===== config.mk =====
export PLATFORM = sky130hd
export DESIGN_NAME = data_addr_decoder
export DESIGN_NICKNAME = d
export VERILOG_FILES = /design/src/verilog/mem_bus_pkg.sv /design/src/verilog/periph_pkg.sv /design/src/verilog/data_addr_decoder.sv
export VERILOG_INCLUDE_DIRS = /design/src /design/src/verilog
export SDC_FILE = /design/constraint.sdc
export NUM_CORES = 1
export LEC_CHECK = 0
export ABC_AREA = 1
export BUFFER_PORTS_ARGS = -buffer_cell sky130_fd_sc_hd__buf_4
export CAP_MARGIN = 20
export CORE_UTILIZATION = 32
export DETAILED_ROUTE_END_ITERATION = 12
export PLACE_DENSITY_LB_ADDON = 0.3
export SETUP_SLACK_MARGIN = 0.1
export SYNTH_ARGS = -nofsm -noshare
export SYNTH_HDL_FRONTEND = slang
export SYNTH_SLANG_ARGS = --single-unit

===== constraint.sdc =====
create_clock -name vclk -period 2
set_input_delay 0.2 -clock vclk [all_inputs]
set_output_delay 0.2 -clock vclk [all_outputs]
set_load 0.02 [all_outputs]

===== src/verilog/mm_ram_macros.svh =====
// memory size, address map, status codes and timer interrupt id
// for the memory-mapped RAM wrapper
`ifndef MM_RAM_MACROS_SVH
`define MM_RAM_MACROS_SVH

// byte address width of the shared RAM
`define MM_RAM_ADDR_WIDTH 16

// width of one instruction fetch line
`define MM_INSTR_WIDTH 128

// pseudo peripheral address map
`define MM_CONSOLE_ADDR    32'h1000_0000
`define MM_STATUS_ADDR     32'h2000_0000
`define MM_EXIT_ADDR       32'h2000_0004
`define MM_TIMER_MASK_ADDR 32'h1500_0000
`define MM_TIMER_CNT_ADDR  32'h1500_0004
`define MM_TIMER_READ_ADDR 32'h1500_1000

// values written to the status register
`define MM_PASS_CODE 32'd123456789
`define MM_FAIL_CODE 32'd1

// mask bit and acknowledge id of the timer interrupt
`define MM_TIMER_IRQ_ID 7

`endif


===== src/verilog/mem_bus_pkg.sv =====
// request structs for the core data bus and the RAM data port
`include "mm_ram_macros.svh"

`default_nettype none

package mem_bus_pkg;

    // one data request as issued by the core
    typedef struct packed {
        logic [31:0] addr;
        logic        we;
        logic [3:0]  be;
        logic [31:0] wdata;
    } data_req_t;

    // data port request after decode, address cut to the RAM size
    typedef struct packed {
        logic [`MM_RAM_ADDR_WIDTH-1:0] addr;
        logic                          we;
        logic [3:0]                    be;
        logic [31:0]                   wdata;
    } ram_port_t;

endpackage

`default_nettype wire


===== src/verilog/periph_pkg.sv =====
// decoded target and peripheral register select enums
`default_nettype none

package periph_pkg;

    // where a data request ends up
    typedef enum logic [1:0] {
        TGT_RAM    = 2'd0,
        TGT_PERIPH = 2'd1,
        TGT_ERR    = 2'd2
    } target_e;

    // addressed pseudo peripheral register
    typedef enum logic [2:0] {
        SEL_NONE       = 3'd0,
        SEL_CONSOLE    = 3'd1,
        SEL_STATUS     = 3'd2,
        SEL_EXIT       = 3'd3,
        SEL_TIMER_MASK = 3'd4,
        SEL_TIMER_CNT  = 3'd5,
        SEL_TIMER_READ = 3'd6
    } periph_sel_e;

endpackage

`default_nettype wire


===== src/verilog/data_addr_decoder.sv =====
// data request decode into target, peripheral select and RAM port request
`include "mm_ram_macros.svh"

`timescale 1ns/10ps
`default_nettype none

module data_addr_decoder (
    input  logic                     data_req_i,
    input  mem_bus_pkg::data_req_t   data_pkt_i,
    output periph_pkg::target_e      target_o,
    output logic                     ram_req_o,
    output mem_bus_pkg::ram_port_t   ram_port_o,
    output logic                     periph_we_o,
    output periph_pkg::periph_sel_e  periph_sel_o
);

    import periph_pkg::*;

    logic in_ram;

    // anything with zero upper address bits lies inside the RAM
    assign in_ram = (data_pkt_i.addr[31:`MM_RAM_ADDR_WIDTH] == '0);

    // the RAM only sees the enable, payload is passed as is
    always_comb begin
        ram_port_o.addr  = data_pkt_i.addr[`MM_RAM_ADDR_WIDTH-1:0];
        ram_port_o.we    = data_pkt_i.we;
        ram_port_o.be    = data_pkt_i.be;
        ram_port_o.wdata = data_pkt_i.wdata;
    end

    always_comb begin
        target_o     = TGT_ERR;
        ram_req_o    = 1'b0;
        periph_we_o  = 1'b0;
        periph_sel_o = SEL_NONE;

        if (data_req_i) begin
            if (in_ram) begin
                target_o  = TGT_RAM;
                ram_req_o = 1'b1;
            end else if (data_pkt_i.we) begin
                case (data_pkt_i.addr)
                    `MM_CONSOLE_ADDR:    periph_sel_o = SEL_CONSOLE;
                    `MM_STATUS_ADDR:     periph_sel_o = SEL_STATUS;
                    `MM_EXIT_ADDR:       periph_sel_o = SEL_EXIT;
                    `MM_TIMER_MASK_ADDR: periph_sel_o = SEL_TIMER_MASK;
                    `MM_TIMER_CNT_ADDR:  periph_sel_o = SEL_TIMER_CNT;
                    default:             periph_sel_o = SEL_NONE;
                endcase
            end else if (data_pkt_i.addr == `MM_TIMER_READ_ADDR) begin
                // only readable peripheral address
                periph_sel_o = SEL_TIMER_READ;
            end

            if (periph_sel_o != SEL_NONE) begin
                target_o    = TGT_PERIPH;
                periph_we_o = data_pkt_i.we;
            end
        end
    end

endmodule

`default_nettype wire


==> summary.txt <==
Routing
  • ANT nets after route: 0
  • Drt drc: 0
  • Vias: 774
  • Via/cell ratio: roughly 4.2
  • Initial DRT Pass Iterations: 3
  • WL per Instance: a little over 9 um
  • Initial drt markers: 5
  • Routed wire length: 1690 um

Synth
  • Seq/Total Area, Yosys: 0%
  • Most frequent cell after synthesis: buf_4
  • XOR/XNOR Fraction of Synth Area: 0%
  • Top cell type's share of synthesized area: 50.1%
  • Gate Count Post-Synth: 151
  • Synth Area per Inst: 5.26 um2
  • Compound-gate portion of the synthesized area: under 10%
  • Most area-hungry cell type in the Yosys netlist: buf_4
  • Post-Synth Simple-Gate Area: 35.0%
  • Syn Nets: 221
  • Synth cell types: 12
  • Synth Area in Adders: 0%
  • Synth Cell Area: slightly below 800 um2
  • Largest family of logic cells by synthesized area: buffers and inverters
  • Synthesis Warnings: 0
  • Mux share of post-synthesis cell area: 0%
  • Main area contributors after synthesis: buf_4 50%, nand2_1 15%, nor2_1 13%
  • Post-synth top cells: 53 x buf_4, 32 x nand2_1, 27 x nor2_1, 24 x inv_1, 4 x nand3_1

GRT
  • Pin count of the biggest net entering global routing: 7
  • GRT overflow: 0
  • Total track usage: 11.0%
  • Initial antenna violation count: 0
  • First-pass GRT wire length: 2420 um
  • Number of global-route vias before repair: 626

Floorplan
  • Top-level I/O count: between 100 and 150
  • # rows: 17
  • Die width: 51.8 um
  • Starting Density: about a third
  • Die height: ~52 um
  • Core area: 2280 um2
  • Die area: 2690 um2

Worst setup path
  • CP Max Fanout: 3
  • Crit path from: data_pkt_i[52]
  • Critical-path top delay cell: nor2_1
  • Worst path bufs/invs: 2
  • Setup CP Type: input port to output pin
  • Startpoint Class: input port
  • CP peak stage delay: 0.17 ns
  • Critical Path RT: around 1.8 ns
  • Cell chain of the critical path: buf_4, nor2_1, nand2_1, nor2_1, nand2_1, nand2_1, nand2_1, nand2_1, o21ai_1, a21oi_1, buf_4
  • WP data arrival: 1.40 ns
  • Crit path depth: 11
  • Critical path capture point type: output pin
  • Largest delay share family, worst path: simple AND/OR/NAND/NOR gates
  • Critical path endpoint: periph_we_o
  • Worst path most repeated cell: nand2_1

Timing
  • Period utilisation layout: 80.0%
  • RSZ-0062 raised after global routing: no
  • FMAX: 0.625 GHz
  • Final hold violations: 0
  • Fin crit period: 1.60 ns
  • Final WS setup: 0.401 ns
  • Final Max Slew Viols: 0
  • Setup_tns: 0 ns
  • Final Setup Violations: 0
  • Worst slew margin: roughly 84%
  • Worst Tran Pin Value: 0.233 ns

Job
  • Max_cap viols: 0

Pwr
  • P_leak: roughly 0.52 nW
  • Pint: 81.6 uW
  • Flop pwr share: 0%
  • Switching Fraction: a little under half
  • Clock Power Share: 0%
  • Peak supply drop: 0.0802 mV
  • Combinational share of power: 100.0%
  • P_sw: 74.2 uW
  • Power per Cell Area: 180 nW/um2

Clocking
  • Hold-fix buffers, CTS: 0
  • # Post-CTS Setup Buffers: 0
  • Cts repair resizes: 0

Placement
  • Number of port buffers: 58
  • Pre-CTS WS: 0.394 ns
  • Post-DP HPWL: 1590 um
  • RD Place Congestion: 0.798

Finish
  • Number of diodes: 0
  • Share of cells above drive strength 1: 39.7%
  • Register Area: 0 um2
  • Seq cells: 0
  • Fin nets: 228
  • Clock buffers: 0
  • Area Growth Syn to Fin: 9.13%

Run status
  • Status: finished clean

Min path
  • Hold Path Class: input port to output pin
## metal layers
layer	wire [um]	up-vias	global-route usage, %
li1	-	399	-
met1	522	311	11.1
met2	926	54	21.8
met3	218	10	2.92
met4	27	0	2.25
met5	0	-	0
## power by group through the flow
| stage | clock network [mW] | logic (mW) | registers [mW] |
|---|---|---|---|
| 2_1_floorplan | 0 | 0.191 | 0 |
| 3_3_place_gp | 0 | 0.154 | 0 |
| 3_5_place_dp | 0 | 0.157 | 0 |
| 4_1_cts | 0 | 0.157 | 0 |
| 5_1_grt | 0 | 0.170 | 0 |
| 6_report | 0 | 0.156 | 0 |
## metrics by stage
stage | power (mW) | std cells | utilization (%) | instance area (um2) | hold slack, ns
detailed placement | 0.157 | 184 | 38.1 | 867 | 0.400
global placement | 0.154 | 184 | 38.1 | 867 | 0.400
floorplan | 0.191 | 151 | - | 795 | 0.513
global route | 0.170 | 184 | 38.1 | 867 | 0.400
CTS | 0.157 | 184 | 38.1 | 867 | 0.400
finish | 0.156 | 184 | 38.1 | 867 | 0.400
## layout make-up
cell class	instances	area (um2)
well taps	28	35.0
inverters	24	90.1
repair buffers	58	435
multi-input cells	74	307
fillers	259	1410
## cells by family after synthesis
logic type,count (synthesis)
buffers and inverters,77
and+or+nand+nor,69
AOI/OAI and AO/OA,5
## how the worst min path moves through the flow
stage	depth (start not counted)	startpoint	slack, ns	to
after floorplan	1	data_pkt_i[0]	0.51	ram_port_o[0]
after global placement	0	data_pkt_i[17]	0.40	ram_port_o[17]
after detailed placement	0	data_pkt_i[17]	0.40	ram_port_o[17]
after CTS	0	data_pkt_i[17]	0.40	ram_port_o[17]
after global routing	0	data_pkt_i[11]	0.40	ram_port_o[11]
final	0	data_pkt_i[15]	0.40	ram_port_o[15]
## cells in the final DEF, fill, tap and decap left out, drive strengths merged
master / synthesis / final
a21oi: 4 / 4
and2: 1 / 1
buf: 53 / 58
inv: 24 / 24
nand2: 32 / 32
nand3: 4 / 4
nand4: 1 / 1
nor2: 30 / 30
nor3: 1 / 1
o21ai: 1 / 1
Note: power is estimated with default switching activity, not from simulation.
