`config.mk`:
```
export PLATFORM = sky130hd
export DESIGN_NAME = periph_regs
export DESIGN_NICKNAME = d
export VERILOG_FILES = /design/src/verilog/periph_pkg.sv /design/src/verilog/periph_regs.sv
export VERILOG_INCLUDE_DIRS = /design/src /design/src/verilog
export SDC_FILE = /design/constraint.sdc
export NUM_CORES = 1
export LEC_CHECK = 0
export ABC_AREA = 1
export BUFFER_PORTS_ARGS = -buffer_cell sky130_fd_sc_hd__clkbuf_2
export CAP_MARGIN = 20
export CELL_PAD_IN_SITES_DETAIL_PLACEMENT = 0
export CELL_PAD_IN_SITES_GLOBAL_PLACEMENT = 2
export CORE_MARGIN = 2
export CORE_UTILIZATION = 29
export CTS_CLUSTER_DIAMETER = 60
export DETAILED_ROUTE_END_ITERATION = 12
export GPL_TIMING_DRIVEN = 0
export PLACE_DENSITY_LB_ADDON = 0.05
export SLEW_MARGIN = 20
export SYNTH_ARGS = -nofsm -noshare
export SYNTH_HDL_FRONTEND = slang
export SYNTH_SLANG_ARGS = --single-unit
```
`constraint.sdc`:
```
create_clock -name clk_i -period 1.6 [get_ports clk_i]
set_input_delay 0.16 -clock clk_i [delete_from_list [all_inputs] [get_ports clk_i]]
set_output_delay 0.16 -clock clk_i [all_outputs]
set_load 0.01 [all_outputs]
```
`src/verilog/mm_ram_macros.svh`:
```
// memory size, address map, status codes and timer interrupt id
// for the memory-mapped RAM wrapper
`ifndef MM_RAM_MACROS_SVH
`define MM_RAM_MACROS_SVH

// byte address width of the shared RAM
`define MM_RAM_ADDR_WIDTH 16

// width of one instruction fetch line
`define MM_INSTR_WIDTH 128

// pseudo peripheral address map
`define MM_CONSOLE_ADDR    32'h1000_0000
`define MM_STATUS_ADDR     32'h2000_0000
`define MM_EXIT_ADDR       32'h2000_0004
`define MM_TIMER_MASK_ADDR 32'h1500_0000
`define MM_TIMER_CNT_ADDR  32'h1500_0004
`define MM_TIMER_READ_ADDR 32'h1500_1000

// values written to the status register
`define MM_PASS_CODE 32'd123456789
`define MM_FAIL_CODE 32'd1

// mask bit and acknowledge id of the timer interrupt
`define MM_TIMER_IRQ_ID 7

`endif

```
`src/verilog/periph_pkg.sv`:
```
// decoded target and peripheral register select enums
`default_nettype none

package periph_pkg;

    // where a data request ends up
    typedef enum logic [1:0] {
        TGT_RAM    = 2'd0,
        TGT_PERIPH = 2'd1,
        TGT_ERR    = 2'd2
    } target_e;

    // addressed pseudo peripheral register
    typedef enum logic [2:0] {
        SEL_NONE       = 3'd0,
        SEL_CONSOLE    = 3'd1,
        SEL_STATUS     = 3'd2,
        SEL_EXIT       = 3'd3,
        SEL_TIMER_MASK = 3'd4,
        SEL_TIMER_CNT  = 3'd5,
        SEL_TIMER_READ = 3'd6
    } periph_sel_e;

endpackage

`default_nettype wire

```
`src/verilog/periph_regs.sv`:
```
// console, status, exit and timer pseudo peripherals
// with the timer interrupt
`include "mm_ram_macros.svh"

`timescale 1ns/10ps
`default_nettype none

module periph_regs (
    input  logic                    clk_i,
    input  logic                    rst_ni,

    input  logic                    periph_we_i,
    input  periph_pkg::periph_sel_e periph_sel_i,
    input  logic [31:0]             wdata_i,
    input  logic                    irq_ack_i,
    input  logic [4:0]              irq_id_i,
    output logic [31:0]             periph_rdata_o,

    output logic                    console_valid_o,
    output logic [7:0]              console_char_o,
    output logic                    tests_passed_o,
    output logic                    tests_failed_o,
    output logic                    exit_valid_o,
    output logic [31:0]             exit_value_o,
    output logic                    irq_timer_o
);

    import periph_pkg::*;

    logic        console_we;
    logic        status_we;
    logic        exit_we;
    logic        mask_we;
    logic        cnt_we;
    logic        timer_expire;
    logic [31:0] timer_mask_q;
    logic [31:0] timer_cnt_q;
    logic [31:0] timer_rd_q;

    assign console_we = periph_we_i && (periph_sel_i == SEL_CONSOLE);
    assign status_we  = periph_we_i && (periph_sel_i == SEL_STATUS);
    assign exit_we    = periph_we_i && (periph_sel_i == SEL_EXIT);
    assign mask_we    = periph_we_i && (periph_sel_i == SEL_TIMER_MASK);
    assign cnt_we     = periph_we_i && (periph_sel_i == SEL_TIMER_CNT);

    // count steps from 1 to 0 on this edge
    assign timer_expire = !mask_we && !cnt_we && (timer_cnt_q == 32'd1);

    // one-cycle output pulses
    always_ff @(posedge clk_i or negedge rst_ni) begin
        if (!rst_ni) begin
            console_valid_o <= 1'b0;
            tests_passed_o  <= 1'b0;
            tests_failed_o  <= 1'b0;
            exit_valid_o    <= 1'b0;
        end else begin
            console_valid_o <= console_we;
            tests_passed_o  <= status_we && (wdata_i == `MM_PASS_CODE);
            tests_failed_o  <= status_we && (wdata_i == `MM_FAIL_CODE);
            exit_valid_o    <= exit_we;
        end
    end

    always_ff @(posedge clk_i) begin
        if (console_we) begin
            console_char_o <= wdata_i[7:0];
        end
        if (exit_we) begin
            exit_value_o <= wdata_i;
        end
        // snapshot of the count at the granting edge
        if (periph_sel_i == SEL_TIMER_READ) begin
            timer_rd_q <= timer_cnt_q;
        end
    end

    assign periph_rdata_o = timer_rd_q;

    // timer writes hold off the count-down for that cycle
    always_ff @(posedge clk_i or negedge rst_ni) begin
        if (!rst_ni) begin
            timer_mask_q <= '0;
            timer_cnt_q  <= '0;
        end else if (mask_we) begin
            timer_mask_q <= wdata_i;
        end else if (cnt_we) begin
            timer_cnt_q <= wdata_i;
        end else if (timer_cnt_q != '0) begin
            timer_cnt_q <= timer_cnt_q - 32'd1;
        end
    end

    // acknowledge wins over a new expiry on the same edge
    always_ff @(posedge clk_i or negedge rst_ni) begin
        if (!rst_ni) begin
            irq_timer_o <= 1'b0;
        end else if (irq_ack_i && (irq_id_i == 5'(`MM_TIMER_IRQ_ID))) begin
            irq_timer_o <= 1'b0;
        end else if (timer_expire && timer_mask_q[`MM_TIMER_IRQ_ID]) begin
            irq_timer_o <= 1'b1;
        end
    end

endmodule

`default_nettype wire

```
==> results_dict.tcl <==
set metrics [dict create \
    setup_viol 32 \
    stdcell_area_mm2 0.00717 \
    fin_crit_sh 1.07 \
    violations "setup timing" \
    cap_violations 0 \
    path_class "reg2reg" \
    synth_top_area_frac 0.421 \
    grt_pass1_vias 4423 \
    post_dp_cell_area_mm2 0.00611 \
    synth_cells 570 \
    tritoncts "yes" \
    period_minus_slack_ns 1.71 \
    syn_area_per_cell_um2 9.01 \
    io_buffers 120 \
    power.share.clock 0.245 \
    die_height_um 137 \
    antenna_found_initial 0 \
    synth_fp_nets 616 \
    synth_top_family_by_area "simple AND/OR/NAND/NOR gates" \
    power_switching_mw 3.24 \
    cts.sinks 110 \
    cts_buffer_depth 2 \
    power.total_mw 8.90 \
    die_w_um 137 \
    status "finished, violations left" \
    nNetsFinal 794 \
    yosys_warnings 0 \
    wire_per_inst_um 18.4 \
    yosysTopAreaCell "edfxtp_1" \
    grt_max_degree 39 \
    fp-row-count 48 \
    power_density_mw_per_mm2 1240 \
    via_count 4611 \
    ys_seq_elements 110 \
    first_pass_iters 5 \
    worstPathRequired_ns 1.89 \
    seq_power_share 0.452 \
    cp_max_fo 7 \
    clk_latency_ns 0.36 \
    fin_ws_ns -0.111 \
    clock_skew_ns 0.0102 \
    drive_gt1_frac 0.412 \
    htreeDepth 3 \
    fmax_mhz 585 \
    syn_area_mm2 0.00514 \
    relSlewSlack 0.508 \
    wirelength_um 18000 \
    dpl_worst_slack_ns -0.450 \
    register_area_mm2 0.00315 \
    drt_first_iter_violations 236 \
    leakagePower_nw 3.12 \
    rsz0062_at_grt "yes" \
    start_kind "register" \
    ctsRootBufferMaster "clkbuf_16" \
    cts_inserted_buffers 9 \
    multi_input_area_mm2 0.00211 \
    synth_compound_area_frac 0.0317 \
    drv_slew 0 \
    p_int_mw 5.67 \
    start_util 0.297 \
    post-dp-hpwl_um 12900 \
    netlist_top_cells_area "edfxtp_1, dfrtp_1, nand2_1" \
    grt_overflow_total 0 \
    tightest_slew_ns 0.734 \
    endpoint_kind "register" \
    synth_seq_area_share 0.606 \
    via_per_inst 4.72 \
    switching_share 0.364 \
    core_mm2 0.0173 \
    crit_arrival_ns 2.00 \
    gp_congestion 0.841 \
    synthAdderAreaFrac 0.00487 \
    min_path_type "in2reg" \
    synthMuxAreaShare 0 \
    ys_types 30 \
    cts.clk_slew.worst_paths_ns 0.08 \
    io_pins 121 \
    grtUsageTotal 0.195 \
    area_growth_pct 39.6 \
    drc 0 \
    grt_first_pass_wirelength_um 26600 \
    combPwrFrac 0.303 \
    synthXorXnorAreaFrac 0.00341 \
    diodes 0 \
    hold_viol 0 \
    die_area_mm2 0.0188 \
    yosys.area_share.simple 0.303 \
    ir_drop_mv 0.500 \
    fillers 1801 \
    postRouteAntennaNets 0 \
]
## critical path, cell delays in order (launching register included)
cell	delay (ns)
dfrtp_2	0.46
nor2_4	0.20
nand2_8	0.09
nor2_8	0.14
nand3_4	0.09
o21bai_4	0.22
buf_12	0.18
clkbuf_16	0.15
nand2_2	0.04
nand2_1	0.06
## worst paths after layout
path / from / depth (start not counted) / end / slack [ns]
worst max-delay path: timer_cnt_q[2] / 9 / timer_cnt_q[26] / -0.11
worst min-delay path: wdata_i[0] / 1 / console_char_o[0] / 0.01
worst max register to register: timer_cnt_q[2] / 9 / timer_cnt_q[26] / -0.11
worst min register to register: timer_mask_q[7] / 2 / timer_mask_q[7] / 0.50
max in group asynchronous: rst_ni / 2 / timer_cnt_q[29] / 0.74
min in group asynchronous: rst_ni / 2 / irq_timer_o / 0.38
## logic make-up (layout without fill, tap and decap cells)
family | Yosys count | after routing
simple gates | 365 | 365
fa+ha+maj | 2 | 2
xor+xnor | 2 | 2
compound gates | 31 | 31
buf+inv | 60 | 242
flops | 110 | 110
## power by group through the flow
stage                     clock network [mW]  registers (mW)  logic (mW)
after CTS                               2.23            3.99        2.32
after floorplan                            0            3.88        1.19
final                                   2.18            4.03        2.70
after global placement                     0            4.01        1.80
after detailed placement                   0            4.01        1.81
after global routing                    2.33            4.08        2.98
## through the flow
stage,std cells,hold slack (ns),setup TNS [ns],utilization
floorplan,570,-0.136,0,-
global placement,915,0.379,-45.58,0.349
detailed placement,918,0.263,-8.97,0.353
CTS,961,0.00300,-0.998,0.394
global route,977,0.00699,-5.74,0.415
finish,977,0.0107,-2.41,0.415
## final cells by class
cell class | count | area share
Buffer | 12 | 0.0155
Clock buffer | 9 | 0.0314
Clock inverter | 6 | 0.00750
Inverter | 48 | 0.0251
Multi-Input combinational cell | 400 | 0.294
Sequential cell | 110 | 0.439
Tap cell | 225 | 0.0393
Timing Repair Buffer | 167 | 0.148
## state kept, by name, indices dropped and copies added, names as in the netlist, 8 cells and up
signal and cells:
console_char_o 8, exit_value_o 32, periph_rdata_o 32, timer_cnt_q 32
## synthesized netlist by cell type
master / n
nand2_1: 176
nor2_1: 105
edfxtp_1: 72
inv_1: 47
nand3_1: 42
dfrtp_1: 38
o21ai_0: 16
nand4_1: 12
o21ai_1: 10
nor3_1: 6
nor4_1: 6
clkbuf_1: 5
nand3b_1: 5
buf_2: 4
a21oi_1: 3
nor2_2: 3
or2_2: 3
buf_8: 2
ha_1: 2
nand3_2: 2
xor2_1: 2
a31oi_1: 1
and3_1: 1
buf_6: 1
inv_2: 1
nand2_2: 1
nand2_4: 1
nor2_4: 1
nor2_8: 1
o21bai_2: 1
## cells in the final DEF, fill, tap and decap left out, types with 2 or more instances in the layout
| master | instances |
|---|---|
| nor3_1 | 4 |
| edfxtp_1 | 72 |
| inv_6 | 4 |
| nor2_1 | 74 |
| dlygate4sd3_1 | 2 |
| dfrtp_2 | 27 |
| nand3_1 | 41 |
| buf_4 | 35 |
| buf_6 | 6 |
| xor2_1 | 2 |
| o21ai_2 | 6 |
| o21ai_0 | 15 |
| nand3_4 | 2 |
| nor4_1 | 6 |
| nand4_1 | 12 |
| a21oi_1 | 3 |
| nor2_4 | 19 |
| nand3b_1 | 5 |
| nor2_2 | 16 |
| nand2_2 | 37 |
| clkbuf_2 | 119 |
| o21ai_1 | 5 |
| nand2_1 | 140 |
| or2_2 | 3 |
| inv_2 | 5 |
| clkbuf_16 | 12 |
| dfrtp_1 | 11 |
| clkbuf_1 | 5 |
| buf_8 | 5 |
| inv_1 | 43 |
## what timing repair did
| action | 4_1_cts | 5_1_grt |
|---|---|---|
| pin swaps | 9 | 30 |
| setup buffers | 25 | 12 |
| hold buffers | 2 | 0 |
| hold endpoints to repair | 39 | 0 |
| cloned | 1 | 4 |
| resized for setup | 81 | 62 |
| endpoints found under the setup margin | 33 | 33 |
## routing by layer
layer  vias up  global-route usage  routed length [um]
met4         0              0.0584                 251
met5         -                   0                   0
met2       132               0.306                8300
met3        13              0.0267                 866
met1      2236               0.280                8560
li1       2230                   -                   -
Note: power is estimated with default switching activity, not from simulation.
