File: config.mk
export PLATFORM = sky130hd
export DESIGN_NAME = data_rsp_ctrl
export DESIGN_NICKNAME = d
export VERILOG_FILES = /design/src/verilog/periph_pkg.sv /design/src/verilog/data_rsp_ctrl.sv
export SDC_FILE = /design/constraint.sdc
export NUM_CORES = 1
export LEC_CHECK = 0
export BUFFER_PORTS_ARGS = -buffer_cell sky130_fd_sc_hd__buf_2
export CAP_MARGIN = 30
export CORE_MARGIN = 1.5
export CORE_UTILIZATION = 25
export DETAILED_ROUTE_END_ITERATION = 6
export PLACE_DENSITY = 0.87
export SLEW_MARGIN = 25
export SYNTH_ARGS = -nofsm -noshare
export SYNTH_HDL_FRONTEND = slang
export SYNTH_SLANG_ARGS = --single-unit
File: constraint.sdc
create_clock -name clk_i -period 0.95 [get_ports clk_i]
set_input_delay 0.1425 -clock clk_i [delete_from_list [all_inputs] [get_ports clk_i]]
set_output_delay 0.1425 -clock clk_i [all_outputs]
set_load 0.005 [all_outputs]
File: src/verilog/periph_pkg.sv
// decoded target and peripheral register select enums
`default_nettype none

package periph_pkg;

    // where a data request ends up
    typedef enum logic [1:0] {
        TGT_RAM    = 2'd0,
        TGT_PERIPH = 2'd1,
        TGT_ERR    = 2'd2
    } target_e;

    // addressed pseudo peripheral register
    typedef enum logic [2:0] {
        SEL_NONE       = 3'd0,
        SEL_CONSOLE    = 3'd1,
        SEL_STATUS     = 3'd2,
        SEL_EXIT       = 3'd3,
        SEL_TIMER_MASK = 3'd4,
        SEL_TIMER_CNT  = 3'd5,
        SEL_TIMER_READ = 3'd6
    } periph_sel_e;

endpackage

`default_nettype wire

File: src/verilog/data_rsp_ctrl.sv
// data port grant and in-order one-cycle response with read-data select
`timescale 1ns/10ps
`default_nettype none

module data_rsp_ctrl (
    input  logic                clk_i,
    input  logic                rst_ni,

    input  logic                data_req_i,
    input  periph_pkg::target_e target_i,
    input  logic [31:0]         ram_rdata_i,
    input  logic [31:0]         periph_rdata_i,

    output logic                data_gnt_o,
    output logic                data_rvalid_o,
    output logic [31:0]         data_rdata_o,
    output logic                data_err_o
);

    import periph_pkg::*;

    logic    rvalid_q;
    target_e target_q;

    // no back-pressure, every request is granted at once
    assign data_gnt_o = data_req_i;

    // fixed latency of one, so a single stage keeps responses in order
    always_ff @(posedge clk_i or negedge rst_ni) begin
        if (!rst_ni) begin
            rvalid_q <= 1'b0;
            target_q <= TGT_ERR;
        end else begin
            rvalid_q <= data_req_i && data_gnt_o;
            if (data_req_i && data_gnt_o) begin
                target_q <= target_i;
            end
        end
    end

    assign data_rvalid_o = rvalid_q;

    always_comb begin
        data_rdata_o = '0;
        data_err_o   = 1'b0;
        if (rvalid_q) begin
            case (target_q)
                TGT_RAM:    data_rdata_o = ram_rdata_i;
                TGT_PERIPH: data_rdata_o = periph_rdata_i;
                default:    data_err_o   = 1'b1;
            endcase
        end
    end

endmodule

`default_nettype wire

==> results.sh, run 1 <==
export IMPL_outcome="finished with violations"
export IMPL_synthesis_area_um2=646
export IMPL_yosys_top_cells_area="mux2i_1, nor2_1, buf_12"
export IMPL_fin_nets=255
export IMPL_synth_common_cells="mux2i_1, nor2_1, buf_12, buf_2"
export IMPL_routed_wl_mm=2.23
export IMPL_synth_top_area_share_pct=49.6
export IMPL_diodes=0
export IMPL_pin_count=104
export IMPL_viasPerCell=4.36
export IMPL_seq_area_frac_synth_pct=11.8
export IMPL_via_count=938
export IMPL_grt_pass1_wl_mm=2.96
export IMPL_synth_async_reset_ratio_pct=100
export IMPL_cp_end_kind="output port"
export IMPL_relSlewSlack_pct=89.4
export IMPL_crit_type="reg2out"
export IMPL_fin_ws_ns=-0.409
export IMPL_area_growth_pct=95.9
export IMPL_postPlaceCellArea_mm2=0.00121
export IMPL_firstDrtPassIters=2
export IMPL_wl_per_cell_um=10.4
export IMPL_violations="setup timing"
export IMPL_setup_tns_ns=-13.17
export IMPL_cts_root_buf="clkbuf_4"
export IMPL_die_w_um=53.8
export IMPL_postLayoutCoreUtil_pct=51.5
export IMPL_cp_arrival_ns=1.22
export IMPL_numCtsBuffers=3
export IMPL_p_leak_nw=0.807
export IMPL_cts_tree="yes"
export IMPL_clk_path_buf_depth=2
export IMPL_dp_cells=210
export IMPL_hpwl_mm=1.90
export IMPL_gp_congestion=0.810
export IMPL_fin_crit_sh_pct=143
export IMPL_cts_clk_slew_worst_paths_ns=0.04
export IMPL_ant_nets=0
export IMPL_crit_chain="nand2b_4 > buf_12 > nor2_1 > buf_2"
export IMPL_cp_slowest_cell="dfstp_2"
export IMPL_initialDrtViolationCount=8
export IMPL_drcViolationCount=0
export IMPL_power_mw=0.995
export IMPL_vdd_drop_max_mv=0.904
export IMPL_clk_latency_ns=0.23
export IMPL_synth_nets=148
export IMPL_setup_viol=35
export IMPL_skew_ns=0
export IMPL_yosysWarnings=0
export IMPL_maxSlewViolCount=0
export IMPL_final_cells=215
export IMPL_finalHoldViolations=0
export IMPL_clock_sinks=3
export IMPL_die_area_mm2=0.00290
export IMPL_grt_max_degree=19
export IMPL_crit_path_start_kind="register"
export IMPL_grtUsageTotal_pct=14.0
export IMPL_die_y_um=53.8
export IMPL_fin_crit_ns=1.36
export IMPL_hold_path_class="in2reg"
export IMPL_antenna_found_initial=0
export IMPL_core_area_mm2=0.00245
export IMPL_rsz0062_at_grt="true"
export IMPL_io_buffers=103
export IMPL_grt_pass1_vias=741
export IMPL_fmax_ghz=0.736
export IMPL_synthCells=79
export IMPL_synth_seq_cells=3
export IMPL_synthDistinctLibCells=11
export IMPL_finalInstanceArea_mm2=0.00126
export IMPL_cp_max_fo=17
export IMPL_initial_core_util_pct=26.3
export IMPL_max_cap_violations=0
export IMPL_grt_remaining_overflow=0
export IMPL_synth_edf_count=0
export IMPL_pwr_density_cell_mw_per_mm2=786
export IMPL_htreeDepth=1
export IMPL_drive_gt1_share_pct=64.9
export IMPL_cp_required_ns=0.81
export IMPL_place_ws_ns=-0.166
export IMPL_max_stage_delay_ns=0.52
export IMPL_synth_top_area_cell="mux2i_1"
export IMPL_ys_flop_type="dfrtp_1"
export IMPL_syn_avg_cell_area_um2=8.17
export IMPL_hold_ws_ns=0.0692
export IMPL_worst_pin_slew_ns=0.155
export IMPL_rows=18
==> registers in the layout, summed over array words and instances, names as in the netlist <==
register / count
data_rvalid_o: 1
target_q: 2
==> report_power, final <==
group	leakage, nW	switching, mW	internal [mW]
logic	0.759	0.246	0.367
registers	0.0329	0.0122	0.143
clock network	0.0150	0.0685	0.158
==> cells by family after synthesis <==
kind of cell  after synthesis  share of synthesized area [%]
flops                       3                           11.8
simple gates               34                           20.5
mux                        34                           53.1
buf+inv                     8                           14.5
==> layout make-up <==
cell class | instances | area [µm²]
repair buffers | 110 | 631
well taps | 30 | 37.5
flip-flops and latches | 3 | 77.6
multi-input cells | 68 | 493
clock buffers | 4 | 26.3
fillers | 258 | 1190
==> metal layers <==
metal	vias up	global-route usage (%)	part of all wire (%)
li1	477	-	-
met1	413	13.0	34
met2	48	28.3	58
met3	0	3.89	7.8
met4	0	5.13	0
met5	-	0	0
==> what timing repair did <==
| action | CTS | global route |
|---|---|---|
| setup endpoints to repair | 35 | 35 |
| endpoints found under the hold margin | 3 | 0 |
| gates cloned | 0 | 0 |
| gates resized for setup | 1 | 3 |
| setup buffers | 0 | 0 |
| hold buffers | 1 | 0 |
==> cell usage in the layout, fill, tap and decap left out <==
| master | count |
|---|---|
| mux2i_1 | 30 |
| and2_1 | 1 |
| mux2_2 | 2 |
| nor2_1 | 31 |
| buf_4 | 1 |
| buf_2 | 102 |
| nand2b_4 | 1 |
| dlygate4sd3_1 | 1 |
| dfrtp_1 | 1 |
| mux2i_2 | 2 |
| clkbuf_1 | 1 |
| dfrtp_2 | 1 |
| nor2_2 | 1 |
| dfstp_2 | 1 |
| buf_12 | 4 |
| buf_6 | 2 |
| clkbuf_4 | 3 |
==> worst paths after layout <==
kind | endpoint | startpoint | slack (ns) | depth (start not counted)
max in group asynchronous | target_q[1] | rst_ni | 0.51 | 2
setup / recovery | data_rdata_o[19] | target_q[1] | -0.41 | 4
hold reg to reg | target_q[1] | target_q[1] | 0.74 | 2
setup reg to reg | target_q[0] | target_q[0] | -0.04 | 2
hold / removal | data_rvalid_o | data_req_i | 0.07 | 1
min in group asynchronous | data_rvalid_o | rst_ni | 0.25 | 2
==> critical path, delay by kind of cell, from the launching register on <==
kind                   cells  cell delay [ns]
buffers and inverters      2             0.26
and+or+nand+nor            2             0.19
DFF                        1             0.52
Power figures use the tool's default switching activity.
==> inputs of run 2 (changes only) <==
--- a/config.mk
+++ b/config.mk
@@ -5,12 +5,13 @@
 export SDC_FILE = /design/constraint.sdc
 export NUM_CORES = 1
 export LEC_CHECK = 0
+export ABC_CLOCK_PERIOD_IN_PS = 1400
 export BUFFER_PORTS_ARGS = -buffer_cell sky130_fd_sc_hd__buf_2
 export CAP_MARGIN = 30
-export CORE_MARGIN = 1.5
-export CORE_UTILIZATION = 25
+export CORE_MARGIN = 1
+export CORE_UTILIZATION = 28
 export DETAILED_ROUTE_END_ITERATION = 6
-export PLACE_DENSITY = 0.87
+export PLACE_DENSITY = 0.91
 export SLEW_MARGIN = 25
 export SYNTH_ARGS = -nofsm -noshare
 export SYNTH_HDL_FRONTEND = slang
==> constraint.sdc (replaced) <==
create_clock -name clk_i -period 1.4 [get_ports clk_i]
set_input_delay 0.21 -clock clk_i [delete_from_list [all_inputs] [get_ports clk_i]]
set_output_delay 0.21 -clock clk_i [all_outputs]
set_load 0.005 [all_outputs]
==> results.sh, run 2 (synthesis results as in run 1) <==
export IMPL_outcome="finished with violations"
export IMPL_violations="setup timing"
export IMPL_seq_area_um2=77.6
export IMPL_hold_ws_ns=0.128
export IMPL_fin_crit_ns=1.46
export IMPL_cts_root_buf="clkbuf_4"
export IMPL_crit_path_start_kind="register"
export IMPL_rows=17
export IMPL_p_leak_nw=0.829
export IMPL_core_area_mm2=0.00219
export IMPL_finalInstanceArea_mm2=0.00128
export IMPL_gp_congestion=0.733
export IMPL_grt_remaining_overflow=0
export IMPL_postPlaceCellArea_mm2=0.00116
export IMPL_maxSlewViolCount=0
export IMPL_r2r_end="target_q[0]"
export IMPL_mostFrequentLayoutCells="buf_2, mux2i_1, nor2_1, buf_6, nor2_2"
export IMPL_cp_max_fo=8
export IMPL_rsz0062_at_grt="true"
export IMPL_fin_nets=259
export IMPL_clk_latency_ns=0.24
export IMPL_pin_count=104
export IMPL_diodes=0
export IMPL_antenna_found_initial=0
export IMPL_largest_register_ff_count=2
export IMPL_place_ws_ns=0.126
export IMPL_die_y_um=50.0
export IMPL_whs_path_depth=1
export IMPL_hold_path_class="in2reg"
export IMPL_cp_end_kind="output port"
export IMPL_fill_cells=225
export IMPL_drcViolationCount=0
export IMPL_numCtsBuffers=3
export IMPL_crit_type="reg2out"
export IMPL_io_buffers=103
export IMPL_wl_per_cell_um=11.7
export IMPL_final_common_cell="buf_2"
export IMPL_relSlewSlack_pct=87.8
export IMPL_crit_chain="nand2b_4 > buf_6 > nor2_1 > buf_2"
export IMPL_grt_max_degree=18
export IMPL_cp_slowest_cell="dfstp_2"
export IMPL_setup_viol=32
export IMPL_area_growth_pct=97.7
export IMPL_initial_core_util_pct=29.5
export IMPL_r2r_setup_slack_ns=0.38
export IMPL_worst_pin_slew_ns=0.178
export IMPL_finalHoldViolations=0
export IMPL_hpwl_mm=1.89
export IMPL_r2r_start="target_q[0]"
export IMPL_cts_clk_slew_worst_paths_ns=0.04
export IMPL_clock_sinks=3
export IMPL_cp_arrival_ns=1.25
export IMPL_fmax_ghz=0.684
export IMPL_routed_wl_mm=2.55
export IMPL_grt_pass1_wl_mm=3.75
export IMPL_initialDrtViolationCount=9
export IMPL_r2r_cells=2
export IMPL_grt_pass1_vias=941
export IMPL_max_cap_violations=0
export IMPL_drive_gt1_share_pct=66.1
export IMPL_via_count=993
export IMPL_max_stage_delay_ns=0.52
export IMPL_fin_ws_ns=-0.0629
export IMPL_postLayoutCoreUtil_pct=58.3
export IMPL_die_w_um=50.0
export IMPL_grtUsageTotal_pct=19.7
export IMPL_multi_input_area_um2=493
export IMPL_vdd_drop_max_mv=0.499
export IMPL_htreeDepth=1
export IMPL_viasPerCell=4.58
export IMPL_pwr_density_cell_mw_per_mm2=546
export IMPL_holdPathEnd="data_rvalid_o"
export IMPL_skew_ns=0
export IMPL_clk_path_buf_depth=2
export IMPL_firstDrtPassIters=4
export IMPL_cp_required_ns=1.19
export IMPL_die_area_mm2=0.00250
export IMPL_top_register="target_q"
export IMPL_fin_crit_sh_pct=104
export IMPL_cts_tree="yes"
export IMPL_worstHoldStart="data_req_i"
export IMPL_ant_nets=0
-- run 2: changes by cell type in the layout (fill, tap and decap cells not counted) --
cell	previous run	this run
buf_2	102	103
nor2_2	1	4
buf_4	1	3
nor2_1	31	28
mux2i_2	2	0
mux2i_1	30	32
buf_6	2	5
buf_12	4	2
-- run 2: area by class of cell --
| cell class | count | share of cell area, % |
|---|---|---|
| Tap cell | 28 | 2.75 |
| Clock buffer | 4 | 2.06 |
| Sequential cell | 3 | 6.08 |
| Timing Repair Buffer | 114 | 50.5 |
| Multi-Input combinational cell | 68 | 38.6 |
-- run 2: what timing repair did --
item	4_1_cts	5_1_grt
hold endpoints to repair	3	0
resized for setup	11	3
endpoints found under the setup margin	32	32
setup buffers	3	0
hold buffers	1	0
pin swaps	19	3
cloned	3	0
-- run 2: worst max path at each step --
stage / startpoint / end / slack, ns / depth (start not counted)
floorplan: target_q[1] / data_rdata_o[10] / 0.28 / 3
global placement: target_q[0] / data_rdata_o[23] / 0.16 / 4
detailed placement: target_q[0] / data_rdata_o[17] / 0.13 / 4
CTS: target_q[1] / data_rdata_o[17] / -0.06 / 4
global route: target_q[0] / data_rdata_o[0] / -0.12 / 4
finish: target_q[1] / data_rdata_o[17] / -0.06 / 4
-- run 2: per-layer routing --
metal | share of wire [%] | vias to the layer above | track usage [%]
met1 | 36 | 451 | 18.7
met3 | 7.2 | 4 | 2.78
met4 | 0.67 | 0 | 8.10
li1 | - | 487 | -
met2 | 57 | 51 | 40.4
met5 | 0 | - | 0
-- run 2: per-stage QoR --
stage / setup TNS [ns] / std cells / power, mW
after global routing: -2.95 / 217 / 0.744
after CTS: -1.58 / 217 / 0.700
final: -1.37 / 217 / 0.697
after floorplan: 0 / 79 / 0.335
after detailed placement: 0 / 206 / 0.490
after global placement: 0 / 206 / 0.482
-- run 2: worst max-delay path: cells and delay by family (launching register included) --
kind	cells	cell delay (ns)
buf+inv	2	0.28
flops	1	0.52
simple gates	2	0.22
-- run 2: report_power, final --
part,switching [mW],internal (mW),total [mW],leakage (nW)
logic,0.178,0.252,0.430,0.781
clock network,0.0525,0.107,0.160,0.0150
registers,0.00961,0.0972,0.107,0.0329
total,0.240,0.457,0.697,0.829
==> inputs of run 3 (changes only) <==
--- a/config.mk
+++ b/config.mk
@@ -6,12 +6,12 @@
 export NUM_CORES = 1
 export LEC_CHECK = 0
 export ABC_CLOCK_PERIOD_IN_PS = 1400
-export BUFFER_PORTS_ARGS = -buffer_cell sky130_fd_sc_hd__buf_2
 export CAP_MARGIN = 30
-export CORE_MARGIN = 1
-export CORE_UTILIZATION = 28
+export CORE_AREA = 2 2 41 43
 export DETAILED_ROUTE_END_ITERATION = 6
-export PLACE_DENSITY = 0.91
+export DIE_AREA = 0 0 43 45
+export DONT_BUFFER_PORTS = 1
+export PLACE_DENSITY = 0.69
 export SLEW_MARGIN = 25
 export SYNTH_ARGS = -nofsm -noshare
 export SYNTH_HDL_FRONTEND = slang
==> results.sh, run 3 (synthesis results as in run 1) <==
export IMPL_cts_clk_slew_worst_paths_ns=0.04
export IMPL_r2r_end="target_q[0]"
export IMPL_setup_tns_ns=0
export IMPL_numCtsBuffers=3
export IMPL_fin_crit_sh_pct=94.8
export IMPL_hold_path_class="in2reg"
export IMPL_rows=14
export IMPL_crit_type="reg2out"
export IMPL_fin_ws_ns=0.0724
export IMPL_pwr_density_cell_mw_per_mm2=724
export IMPL_drive_gt1_share_pct=15.9
export IMPL_viasPerCell=5.88
export IMPL_wl_per_cell_um=15.4
export IMPL_clk_path_buf_depth=2
export IMPL_whs_path_depth=1
export IMPL_final_cells=98
export IMPL_worstHoldStart="target_i[0]"
export IMPL_power_mw=0.504
export IMPL_p_int_mw=0.332
export IMPL_outcome="completed"
export IMPL_relSlewSlack_pct=90.9
export IMPL_crit_path_start_kind="register"
export IMPL_grt_max_degree=19
export IMPL_finalHoldViolations=0
export IMPL_fin_nets=152
export IMPL_fmax_ghz=0.753
export IMPL_cp_required_ns=1.19
export IMPL_core_area_mm2=0.00147
export IMPL_hold_ws_ns=0.130
export IMPL_holdPathEnd="target_q[0]"
export IMPL_die_y_um=45
export IMPL_clk_latency_ns=0.23
export IMPL_cp_max_fo=15
export IMPL_cts_root_buf="clkbuf_4"
export IMPL_grt_pass1_vias=464
export IMPL_power_frac_comb_pct=48.8
export IMPL_crit_path_start="target_q[1]"
export IMPL_area_growth_pct=7.95
export IMPL_via_count=576
export IMPL_htreeDepth=1
export IMPL_cts_setup_buffers=0
export IMPL_maxUsedRoutingLayer="met4"
export IMPL_firstDrtPassIters=3
export IMPL_diodes=0
export IMPL_cp_arrival_ns=1.12
export IMPL_cp_end_kind="output port"
export IMPL_p_seq_share_pct=21.0
export IMPL_mostFrequentLayoutCells="mux2i_1, nor2_1, clkbuf_4"
export IMPL_rsz0062_at_grt="false"
export IMPL_maxSlewViolCount=0
export IMPL_max_cap_violations=0
export IMPL_r2r_cells=2
export IMPL_ant_nets=0
export IMPL_met3_length_um=188
export IMPL_cts_tree="yes"
export IMPL_antenna_found_initial=0
export IMPL_fin_crit_ns=1.33
export IMPL_grt_remaining_overflow=0
export IMPL_swShare_pct=34.1
export IMPL_wl_met1_um=449
export IMPL_die_w_um=43
export IMPL_worst_pin_slew_ns=0.132
export IMPL_gp_congestion=0.581
export IMPL_r2r_setup_slack_ns=0.42
export IMPL_setup_viol=0
export IMPL_vdd_drop_max_mv=0.597
export IMPL_skew_ns=0
export IMPL_initialDrtViolationCount=2
export IMPL_p_leak_nw=0.353
export IMPL_place_ws_ns=0.252
export IMPL_largest_register_ff_count=2
export IMPL_dp_cells=91
export IMPL_r2r_start="target_q[0]"
export IMPL_fill_cells=145
export IMPL_p_sw_mw=0.172
export IMPL_grtUsageTotal_pct=12.6
export IMPL_io_buffers=0
export IMPL_hpwl_mm=1.21
export IMPL_drcViolationCount=0
export IMPL_top_register="target_q"
export IMPL_routed_wl_mm=1.51
export IMPL_initial_core_util_pct=43.9
export IMPL_pin_count=104
export IMPL_clkPwrFrac_pct=30.2
export IMPL_die_area_mm2=0.00194
export IMPL_clock_sinks=3
export IMPL_wl_met2_um=853
export IMPL_grt_pass1_wl_mm=1.88
==> run 3: cell types whose count changed in the layout (fill, tap and decap cells not counted), sizes merged <==
cell	delta
buf	-108
dlygate4sd3	+1
==> run 3: worst max-delay path by stage <==
stage	to	slack (ns)	cells after the start
5_1_grt	data_rdata_o[15]	0.009	3
2_1_floorplan	data_rdata_o[10]	0.28	3
3_3_place_gp	data_rdata_o[12]	0.29	3
4_1_cts	data_rdata_o[12]	0.002	3
3_5_place_dp	data_rdata_o[12]	0.25	3
6_report	data_rdata_o[9]	0.07	3
==> run 3: through the flow <==
stage	util, %	area [µm²]
after global routing	47.4	697
after CTS	45.2	664
final	47.4	697
after floorplan	-	646
after detailed placement	42.7	628
after global placement	42.7	628
==> run 3: cell type report <==
class	instances	area, µm²	share of cell area (%)
multi-input cells	68	483	69.3
flip-flops and latches	3	77.6	11.1
repair buffers	7	90.1	12.9
well taps	16	20.0	2.87
clock buffers	4	26.3	3.77
==> run 3: power by group through the flow <==
stage / clock, mW / combinational [mW] / sequential (mW)
final: 0.152 / 0.246 / 0.106
after global routing: 0.163 / 0.269 / 0.107
after CTS: 0.158 / 0.238 / 0.105
after detailed placement: 0 / 0.234 / 0.106
after global placement: 0 / 0.226 / 0.106
after floorplan: 0 / 0.234 / 0.101
==> run 3: worst max-delay path, cell delays in order, from the launching register on <==
cell      delay (ns)
dfstp_2         0.52
nand2b_4        0.14
buf_6           0.15
nor2_1          0.07
==> run 3: repair_timing <==
action	in CTS	in global routing
setup endpoints to repair	0	32
gates resized for setup	0	5
hold buffers	1	1
hold endpoints to repair	3	1
==> run 3: metal layers <==
layer	up-vias	global-route usage, %
met3	2	2.80
met5	-	0
met4	0	5.45
met2	50	25.2
met1	254	12.5
li1	270	-
